## config.mk

```make
export PLATFORM = sky130hd
export DESIGN_NAME = input_board
export DESIGN_NICKNAME = d
export VERILOG_FILES = /design/src/verilog/board_pkg.sv /design/src/verilog/joy_4way.sv /design/src/verilog/player_input.sv /design/src/verilog/dip_decode.sv /design/src/verilog/board_ctrl.sv /design/src/verilog/input_board.sv
export SDC_FILE = /design/constraint.sdc
export NUM_CORES = 1
export LEC_CHECK = 0
export ABC_AREA = 1
export CORE_ASPECT_RATIO = 0.75
export CORE_MARGIN = 2
export CORE_UTILIZATION = 65
export CTS_BUF_LIST = sky130_fd_sc_hd__clkbuf_4 sky130_fd_sc_hd__clkbuf_8
export CTS_CLUSTER_DIAMETER = 150
export CTS_CLUSTER_SIZE = 20
export DETAILED_ROUTE_END_ITERATION = 10
export DONT_BUFFER_PORTS = 1
export PLACE_DENSITY = 0.81
export SLEW_MARGIN = 15
export SYNTH_ARGS = -nofsm -noshare
export SYNTH_HDL_FRONTEND = slang
export SYNTH_SLANG_ARGS = --single-unit
```

## constraint.sdc

```tcl
create_clock -name clk_sys -period 1.5 [get_ports clk_sys]
set_input_delay 0.3 -clock clk_sys [delete_from_list [all_inputs] [get_ports clk_sys]]
set_output_delay 0.3 -clock clk_sys [all_outputs]
set_load 0.02 [all_outputs]
```

## src/verilog/board_pkg.sv

```systemverilog
`default_nettype none

package board_pkg;

    // Joystick widths on the board side and on the game side
    localparam int BOARD_JOY_W = 16;
    localparam int GAME_JOY_W  = 10;
    localparam int DIR_W       = 4;

    // Direction bit positions in every joystick word
    localparam int DIR_RIGHT = 0;
    localparam int DIR_LEFT  = 1;
    localparam int DIR_DOWN  = 2;
    localparam int DIR_UP    = 3;

    localparam int PLAYERS    = 4;
    localparam int GFX_LAYERS = 4;

    // OSD status word bits
    localparam int ST_PAUSE = 1;
    localparam int ST_NOROT = 2;
    localparam int ST_FLIP  = 3;
    localparam int ST_TEST  = 4;
    localparam int ST_NOFM  = 5;
    localparam int ST_NOPSG = 6;
    localparam int ST_FX    = 7;    // base of a 2-bit field

    // Core mode bits
    localparam int CM_VERTICAL = 0;
    localparam int CM_4WAY     = 1;

    typedef logic [BOARD_JOY_W-1:0] board_joy_t;
    typedef logic [GAME_JOY_W-1:0]  game_joy_t;

    // Levels from the keyboard decoder
    typedef struct packed {
        game_joy_t             joy1;
        game_joy_t             joy2;
        game_joy_t             joy3;
        logic [PLAYERS-1:0]    start;
        logic [PLAYERS-1:0]    coin;
        logic                  reset;
        logic                  pause;
        logic                  test;
        logic                  service;
        logic [GFX_LAYERS-1:0] gfx;
    } key_state_t;

    typedef struct packed {
        logic       rot_control;
        logic       dip_flip;
        logic       osd_pause;
        logic       dip_test;    // active low
        logic       enable_fm;
        logic       enable_psg;
        logic [1:0] fxlevel;
    } dip_cfg_t;

endpackage

`default_nettype wire

```

## src/verilog/joy_4way.sv

```systemverilog
`timescale 1ns/1ps
`default_nettype none

module joy_4way (
    input  wire                         rst,
    input  wire                         clk_sys,
    input  wire                         enable,
    input  wire  [board_pkg::DIR_W-1:0] joy8,
    output logic [board_pkg::DIR_W-1:0] joy4
);
    import board_pkg::*;

    // Last direction that was held on its own
    logic [DIR_W-1:0] store;
    logic [DIR_W-1:0] lowest;
    logic             single;
    logic             store_held;

    // Isolate the lowest pressed direction
    assign lowest = joy8 & (~joy8 + 1'b1);

    // Only one bit pressed when the lowest bit is all there is
    assign single = (joy8 != '0) && (lowest == joy8);

    assign store_held = |(joy8 & store);

    always_ff @(posedge clk_sys) begin
        if (rst) begin
            joy4  <= '0;
            store <= '0;
        end else if (!enable) begin
            joy4 <= joy8;
        end else if (joy8 == '0) begin
            // Stick released
            joy4  <= '0;
            store <= '0;
        end else if (single) begin
            joy4  <= joy8;
            store <= joy8;
        end else if (store_held) begin
            // Diagonal keeps the direction the player started with
            joy4 <= store;
        end else begin
            joy4 <= lowest;
        end
    end

endmodule

`default_nettype wire

```

## src/verilog/player_input.sv

```systemverilog
`timescale 1ns/1ps
`default_nettype none

module player_input #(
    parameter logic INPUTS_ACTIVE_LOW = 1'b1
) (
    input  wire                         rst,
    input  wire                         clk_sys,
    input  wire                         en4way,
    input  wire  board_pkg::board_joy_t board,
    input  wire  board_pkg::game_joy_t  key_joy,
    input  wire  board_pkg::dip_cfg_t   cfg,
    output board_pkg::board_joy_t       joy_sync,
    output board_pkg::game_joy_t        game_joy
);
    import board_pkg::*;

    logic [DIR_W-1:0]             dir_filt;
    logic [BOARD_JOY_W-1:DIR_W]   joy_hi;
    game_joy_t                    joy_mix;

    // Remap directions for a monitor turned on its side
    function automatic game_joy_t rotate_joy(
        input game_joy_t joy,
        input logic      rot,
        input logic      flip
    );
        game_joy_t res;
        res = joy;
        if (rot) begin
            if (flip) begin
                res[DIR_RIGHT] = joy[DIR_DOWN];
                res[DIR_LEFT]  = joy[DIR_UP];
                res[DIR_DOWN]  = joy[DIR_RIGHT];
                res[DIR_UP]    = joy[DIR_LEFT];
            end else begin
                res[DIR_RIGHT] = joy[DIR_LEFT];
                res[DIR_LEFT]  = joy[DIR_RIGHT];
                res[DIR_DOWN]  = joy[DIR_UP];
                res[DIR_UP]    = joy[DIR_DOWN];
            end
        end
        return res;
    endfunction

    joy_4way u_4way (
        .rst     ( rst                ),
        .clk_sys ( clk_sys            ),
        .enable  ( en4way             ),
        .joy8    ( board[DIR_W-1:0]   ),
        .joy4    ( dir_filt           )
    );

    // Buttons ride along with the filtered directions
    always_ff @(posedge clk_sys) begin
        joy_hi <= board[BOARD_JOY_W-1:DIR_W];
    end

    assign joy_sync = {joy_hi, dir_filt};

    // Keyboard joystick merged before the remap
    assign joy_mix = joy_sync[GAME_JOY_W-1:0] | key_joy;

    always_ff @(posedge clk_sys) begin
        game_joy <= rotate_joy(joy_mix, cfg.rot_control, cfg.dip_flip)
                  ^ {GAME_JOY_W{INPUTS_ACTIVE_LOW}};
    end

endmodule

`default_nettype wire

```

## src/verilog/dip_decode.sv

```systemverilog
`timescale 1ns/1ps
`default_nettype none

module dip_decode (
    input  wire                 rst,
    input  wire                 clk_sys,
    input  wire  [31:0]         status,
    input  wire  [6:0]          core_mod,
    input  wire                 key_test,
    input  wire                 game_pause,
    output board_pkg::dip_cfg_t cfg,
    output logic                en4way,
    output logic                dip_pause,
    output logic                dip_test
);
    import board_pkg::*;

    dip_cfg_t cfg_nxt;

    always_comb begin
        // Rotation only applies to vertical games unless the OSD turns it off
        cfg_nxt.rot_control = core_mod[CM_VERTICAL] & ~status[ST_NOROT];
        cfg_nxt.dip_flip    = status[ST_FLIP];
        cfg_nxt.osd_pause   = status[ST_PAUSE];
        cfg_nxt.dip_test    = ~(status[ST_TEST] | key_test);
        cfg_nxt.enable_fm   = ~status[ST_NOFM];
        cfg_nxt.enable_psg  = ~status[ST_NOPSG];
        cfg_nxt.fxlevel     = status[ST_FX+1:ST_FX];
    end

    always_ff @(posedge clk_sys) begin
        if (rst) begin
            cfg.rot_control <= 1'b0;
            cfg.dip_flip    <= 1'b0;
            cfg.osd_pause   <= 1'b0;
            cfg.dip_test    <= 1'b1;
            cfg.enable_fm   <= 1'b1;
            cfg.enable_psg  <= 1'b1;
            cfg.fxlevel     <= 2'd0;
            en4way          <= 1'b0;
            dip_pause       <= 1'b1;
        end else begin
            cfg       <= cfg_nxt;
            en4way    <= core_mod[CM_4WAY];
            // Game sees pause as active low
            dip_pause <= ~game_pause;
        end
    end

    assign dip_test = cfg.dip_test;

endmodule

`default_nettype wire

```

## src/verilog/board_ctrl.sv

```systemverilog
`timescale 1ns/1ps
`default_nettype none

module board_ctrl #(
    parameter logic INPUTS_ACTIVE_LOW = 1'b1
) (
    input  wire                              rst,
    input  wire                              clk_sys,
    input  wire                              downloading,
    input  wire  board_pkg::key_state_t      keys,
    input  wire                              joy_pause,
    input  wire                              osd_pause,
    output logic                             game_pause,
    output logic                             soft_rst,
    output logic [board_pkg::GFX_LAYERS-1:0] gfx_en,
    output logic                             game_service
);
    import board_pkg::*;

    // Control levels that are watched for edges
    typedef struct packed {
        logic                  reset;
        logic                  pause;
        logic                  joy_pause;
        logic                  osd_pause;
        logic [GFX_LAYERS-1:0] gfx;
    } ctl_t;

    ctl_t ctl_cur;
    ctl_t ctl_q;
    ctl_t ctl_last;
    ctl_t rise;
    logic osd_change;
    logic pause_toggle;

    always_comb begin
        ctl_cur.reset     = keys.reset;
        ctl_cur.pause     = keys.pause;
        ctl_cur.joy_pause = joy_pause;
        ctl_cur.osd_pause = osd_pause;
        ctl_cur.gfx       = keys.gfx;
    end

    // Sample stage, then the previous value one cycle behind
    always_ff @(posedge clk_sys) begin
        if (rst) begin
            ctl_q    <= '0;
            ctl_last <= '0;
        end else begin
            ctl_q    <= ctl_cur;
            ctl_last <= ctl_q;
        end
    end

    assign rise         = ctl_q & ~ctl_last;
    assign osd_change   = ctl_q.osd_pause ^ ctl_last.osd_pause;
    assign pause_toggle = rise.pause | rise.joy_pause;

    always_ff @(posedge clk_sys) begin
        if (rst) begin
            game_pause   <= 1'b0;
            soft_rst     <= 1'b0;
            gfx_en       <= '1;
            game_service <= INPUTS_ACTIVE_LOW;
        end else begin
            soft_rst     <= rise.reset;
            gfx_en       <= gfx_en ^ rise.gfx;
            game_service <= keys.service ^ INPUTS_ACTIVE_LOW;

            if (downloading) begin
                game_pause <= 1'b0;
            end else if (osd_change) begin
                // OSD setting wins over a toggle in the same cycle
                game_pause <= ctl_q.osd_pause;
            end else if (pause_toggle) begin
                game_pause <= ~game_pause;
            end
        end
    end

endmodule

`default_nettype wire

```

## src/verilog/input_board.sv

```systemverilog
`timescale 1ns/1ps
`default_nettype none

module input_board #(
    parameter int   BUTTONS           = 2,
    parameter logic INPUTS_ACTIVE_LOW = 1'b1
) (
    input  wire                                               rst,
    input  wire                                               clk_sys,
    input  wire                                               downloading,
    input  wire  board_pkg::board_joy_t [board_pkg::PLAYERS-1:0] board_joy,
    input  wire  board_pkg::key_state_t                       keys,
    input  wire  [31:0]                                       status,
    input  wire  [6:0]                                        core_mod,
    output board_pkg::game_joy_t [board_pkg::PLAYERS-1:0]     game_joy,
    output logic [board_pkg::PLAYERS-1:0]                     game_coin,
    output logic [board_pkg::PLAYERS-1:0]                     game_start,
    output logic                                              game_service,
    output logic                                              game_pause,
    output logic                                              soft_rst,
    output logic                                              dip_pause,
    output logic                                              dip_test,
    output logic                                              dip_flip,
    output logic                                              enable_fm,
    output logic                                              enable_psg,
    output logic [1:0]                                        dip_fxlevel,
    output logic [board_pkg::GFX_LAYERS-1:0]                  gfx_en
);
    import board_pkg::*;

    // Button positions move up with the number of fire buttons
    localparam int START_BIT = 6 + (BUTTONS - 2);
    localparam int COIN_BIT  = 7 + (BUTTONS - 2);
    localparam int PAUSE_BIT = 8 + (BUTTONS - 2);

    dip_cfg_t                 cfg;
    logic                     en4way;
    logic                     joy_pause;
    board_joy_t [PLAYERS-1:0] joy_sync;
    game_joy_t  [PLAYERS-1:0] key_joy;
    logic       [PLAYERS-1:0] coin_bits;
    logic       [PLAYERS-1:0] start_bits;

    // Player 4 has no keyboard joystick
    assign key_joy = {{GAME_JOY_W{1'b0}}, keys.joy3, keys.joy2, keys.joy1};

    for (genvar i = 0; i < PLAYERS; i++) begin : g_player
        player_input #(
            .INPUTS_ACTIVE_LOW ( INPUTS_ACTIVE_LOW )
        ) u_player (
            .rst      ( rst          ),
            .clk_sys  ( clk_sys      ),
            .en4way   ( en4way       ),
            .board    ( board_joy[i] ),
            .key_joy  ( key_joy[i]   ),
            .cfg      ( cfg          ),
            .joy_sync ( joy_sync[i]  ),
            .game_joy ( game_joy[i]  )
        );

        assign coin_bits[i]  = joy_sync[i][COIN_BIT];
        assign start_bits[i] = joy_sync[i][START_BIT];
    end

    // Either of the first two sticks can pause
    assign joy_pause = joy_sync[0][PAUSE_BIT] | joy_sync[1][PAUSE_BIT];

    always_ff @(posedge clk_sys) begin
        game_coin  <= {PLAYERS{INPUTS_ACTIVE_LOW}} ^ (coin_bits | keys.coin);
        game_start <= {PLAYERS{INPUTS_ACTIVE_LOW}} ^ (start_bits | keys.start);
    end

    board_ctrl #(
        .INPUTS_ACTIVE_LOW ( INPUTS_ACTIVE_LOW )
    ) u_ctrl (
        .rst          ( rst           ),
        .clk_sys      ( clk_sys       ),
        .downloading  ( downloading   ),
        .keys         ( keys          ),
        .joy_pause    ( joy_pause     ),
        .osd_pause    ( cfg.osd_pause ),
        .game_pause   ( game_pause    ),
        .soft_rst     ( soft_rst      ),
        .gfx_en       ( gfx_en        ),
        .game_service ( game_service  )
    );

    dip_decode u_dip (
        .rst        ( rst        ),
        .clk_sys    ( clk_sys    ),
        .status     ( status     ),
        .core_mod   ( core_mod   ),
        .key_test   ( keys.test  ),
        .game_pause ( game_pause ),
        .cfg        ( cfg        ),
        .en4way     ( en4way     ),
        .dip_pause  ( dip_pause  ),
        .dip_test   ( dip_test   )
    );

    // Settings the core reads straight from the decoded word
    assign dip_flip    = cfg.dip_flip;
    assign enable_fm   = cfg.enable_fm;
    assign enable_psg  = cfg.enable_psg;
    assign dip_fxlevel = cfg.fxlevel;

endmodule

`default_nettype wire

```

# Word-level counts from Yosys, hierarchy flattened
# Index checks and enable logic that the tools add are counted.
# op_classes
addsub	4
reduce_logical	26
bitwise_logic	37
mux	34
eq_ne	4
# op_table
op	count
$mux W4	32
$not A10 Y10	4
$and A4 B4 Y4	8
$or A10 B10 Y10	3
$not A4 Y4	6
$add A4 B1 Y4 const B	4
$eq A4 B4 Y1	4
$logic_not A4 Y1	4
$reduce_bool A4 Y1	4
$reduce_or A4 Y1	4
$reduce_bool A2 Y1	5
$and A8 B8 Y8	1
$not A8 Y8	1
$or A4 B4 Y4	2
$reduce_and A2 Y1	4
$not A1 Y1	6
$logic_and A1 B1 Y1	4
$xor A4 B4 Y4	1
$or A1 B1 Y1	3
$mux W1	2
$reduce_or A2 Y1	1
$and A1 B1 Y1	1
$xor A1 B1 Y1	1
# word_totals
input_bits	152
word_cells	146
output_inout_bits	62
reg_bits	137

# Depth between registers and ports, before layout
# depth
ltp_word	8
depth_mapped	8
ltp_nobuf	8

# By module
# Synthesis repeated with hierarchy kept, for this count alone.
# hier_totals
hier_cells	641
hier_area_um2	5381.4
# by_module_without_submodules
module	cells_each	seq_area_each_um2	instances	area_per_inst_um2
player_input	58	440.4	4	575.6
joy_4way	69	160.2	4	464.2
board_ctrl	85	460.4	1	744.5
dip_decode	28	200.2	1	272.8
input_board	20	160.2	1	205.2

# Worst setup path after synthesis
# No wires, ideal clock.
# synth_path
path_type	reg2reg
startpoint	register, netlist name u_dip.cfg[6]
endpoint	register g_player[0].u_player.game_joy[2]
slack_ns	0.285
setup_time_ns	0.130
period_less_slack_ns	1.215
required_ns	1.370
path_stages_with_launch	6
path_buffers	2
t_arrival_ns	1.085
cell_sequence	dfxtp_1 > buf_2 > clkbuf_1 > nand2_1 > nand3_1 > o21ai_0
# synth_via
elab_chain_len	3
# synth_lines
item	line	source
$mux W4	player_input.sv:31	if (flip) begin
$mux W4	player_input.sv:30	if (rot) begin
$not A10 Y10 (no source line)	-	
end signal, assigned	player_input.sv:65	game_joy <= rotate_joy(joy_mix, cfg.rot_control, cfg.dip_flip)
end, declared	player_input.sv:14	output board_pkg::game_joy_t game_joy
# Every way passes these cells.
# A chain may end at the register's enable or synchronous reset.

# Worst setup path in the final report
# layout_path
startpoint	register, netlist name u_dip.cfg[6]
endpoint	output port dip_flip
# layout_rtl
item	line	source
end, declared	input_board.sv:23	output logic dip_flip,
# No word-level cell between the ends.

==> reports/qor.txt <==
GR Util met3: 0.0935
vias: 4,105
launching element of the worst setup path: u_dip.cfg[6]
Place WS: 0.288 ns
CTS Buf Count: 17
Leak Pwr: 2.74 nW
IO Port Bufs: 0
min Tclk post-route: 1.46 ns
first-pass GRT wire length: 18,800 um
Final setup viols: 0
commonest cells in the netlist: 147 x nand2_1, 137 x dfxtp_1, 66 x nor2_1, 59 x inv_1, 41 x o21ai_0
Final Instance Area: 6170 um2
slew at the pin closest to its max-slew limit: 0.492 ns
Hold Startpoint: board_joy[3]
ys async rst share: 0
startpoint types: register
core area: 7260 um2
total gr overflow: 0
Clock Skews: 0.0114 ns
Iteration-0 DRC Markers: 209
pins over their slew limit: 0
Min-Delay Path Depth: 2
Arr. time, crit path: 1.16 ns
simple-gate share of the synthesized area: 0.273
count leader, synth: nand2_1
total track usage: 0.307
# diodes: 0
initial antenna violation count: 0
final net count: 830
GRT met2 Usage: 0.532
Syn-to-layout area delta: 28.5%
Row Count: 27
Yosys top cell area share: 0.571
Placer Congestion: 0.890
via/cell ratio: 5.18
Yosys reg bits: 137
# DRC: 0
CTS clk-pin slew, worst paths: 0.09 ns
Post-synth EDFFs: 0
Root Buffer: clkbuf_8
clock latency on the worst-skew pair: 0.44 ns
Num Clock Sinks: 137
Hold Path Class: in -> reg
largest family of logic cells by synthesized area: simple AND/OR/NAND/NOR gates
Routed WL per cell: 15.2 um
RR Startpoint: g_player[2].u_player.u_4way.store[1]
synthesized area: 4800 um2
busiest layer in global routing: met2
Synth Area in Adders: 0
share of cells above drive strength 1: 0.123
max-capacitance violation count: 0
post-route setup slack: 0.0360 ns
I/O Pins: 214
largest net degree at the start of global routing: 44
status: completed
largest area contributor in the netlist: dfxtp_1
cells on worst reg2reg path: 7
buffers from clock root to sink, at most: 2
ys flop type: dfxtp_1
M1 GR Usage: 0.335
DR pass1 iterations: 5
final WL: 12,000 um
Synth Area in XOR/XNOR: 0
synth top area cells: dfxtp_1 57%, nand2_1 11%, nor2_1 5.2%, inv_1 4.6%, o21ai_0 4.3%
Synthesis Warnings: 0
fin crit share: 0.976
H-tree depth: 4
CTS tree: yes
critical path peak fanout: 17
Initial Util: 0.661
Pwr Density: 1270 nW/um2
CP Class: reg -> out
setup TNS: 0 ns
Synth Instances: 585
Compound-Gate Fraction of Synth Area: 0.0899
register area share after synthesis: 0.571
slew margin rel.: 0.671
Post-DRT Antenna Nets: 0
DIE AREA: 8100 um2
Final Hold Vio Count: 0
vias in the first global route: 4,059
syn_nets: 737
die width: 103 um
Mean Syn Cell Area: 8.21 um2
IR drop worst, VDD: 1030 uV
area post-placement: 4910 um2
Die H: 78.4 um
Worst Path Required: 1.20 ns
Distinct cells, synth: 23
HPWL Detailed: 6950 um
fmax: 0.683 GHz
mux share of post-synthesis cell area: 0
Post-CTS Setup Inserts: 0
crit end category: primary output
[critical path: stages (launching register included)]
cell	delay [ns]
dfxtp_1	0.36
buf_6	0.19
buf_4	0.17
[worst paths after layout]
path	endpoint	slack (ns)
hold reg to reg	g_player[3].u_player.game_joy[9]	0.37
setup / recovery	dip_flip	0.04
setup reg to reg	g_player[2].u_player.u_4way.joy4[0]	0.25
hold / removal	g_player[0].u_player.u_4way.joy4[3]	0.02
[routing by layer]
metal	routed length [um]	vias to the layer above
met2	6040	194
li1	-	2016
met3	970	39
met4	445	0
met1	4580	1856
met5	0	-
[layout make-up]
cell class              instances  area (um2)
well taps                     101         126
flip-flops and latches        137        2740
repair buffers                 90         912
inverters                      63         238
multi-input cells             369        1740
clock buffers                  17         234
clock inverters                15         174
fillers                       408        1090
[logic make-up (layout without fill, tap and decap cells)]
kind of cell	count (synthesis)	count (layout)
simple gates	289	289
flops	137	137
compound gates	80	80
buf+inv	79	185
[repair_timing]
item / in CTS / in global routing
gates resized for setup: 0 / 1
hold buffers: 84 / 0
hold endpoints to repair: 99 / 0
setup endpoints to repair: 0 / 1
[layout by cell type, fill, tap and decap left out, drive strengths merged, types with 5 or more instances in the layout]
cell type / count
a21oi: 38
buf: 7
clkbuf: 17
dfxtp: 137
dlygate4sd3: 83
inv: 71
nand2: 153
nand3: 35
nand3b: 6
nor2: 77
nor3: 5
o21ai: 41
or2: 13
[sequential cells by signal, summed over array words and instances (netlist names), 4 cells and up]
name / flops
u_ctrl.ctl_q: 8
g_player.u_player.u_4way.store: 16
g_player.u_player.game_joy: 40
game_coin: 4
u_dip.cfg: 7
g_player.u_player.u_4way.joy4: 16
g_player.u_player.joy_hi: 24
u_ctrl.ctl_last: 8
game_start: 4
u_ctrl.gfx_en: 4
[power by group]
part	internal (mW)	total (mW)	switching (mW)
Combinational	0.322	0.680	0.358
Clock	1.41	3.05	1.64
Sequential	3.85	4.08	0.232
[per-stage QoR]
stage	util	hold WS [ns]	power [mW]	std cells
after floorplan	-	0.328	4.51	585
after global placement	0.676	0.328	4.58	676
after detailed placement	0.676	0.328	4.61	676
after CTS	0.849	0.000280	7.78	792
after global routing	0.850	0.0112	8.09	792
final	0.850	0.0230	7.81	792
Power figures use the tool's default switching activity.
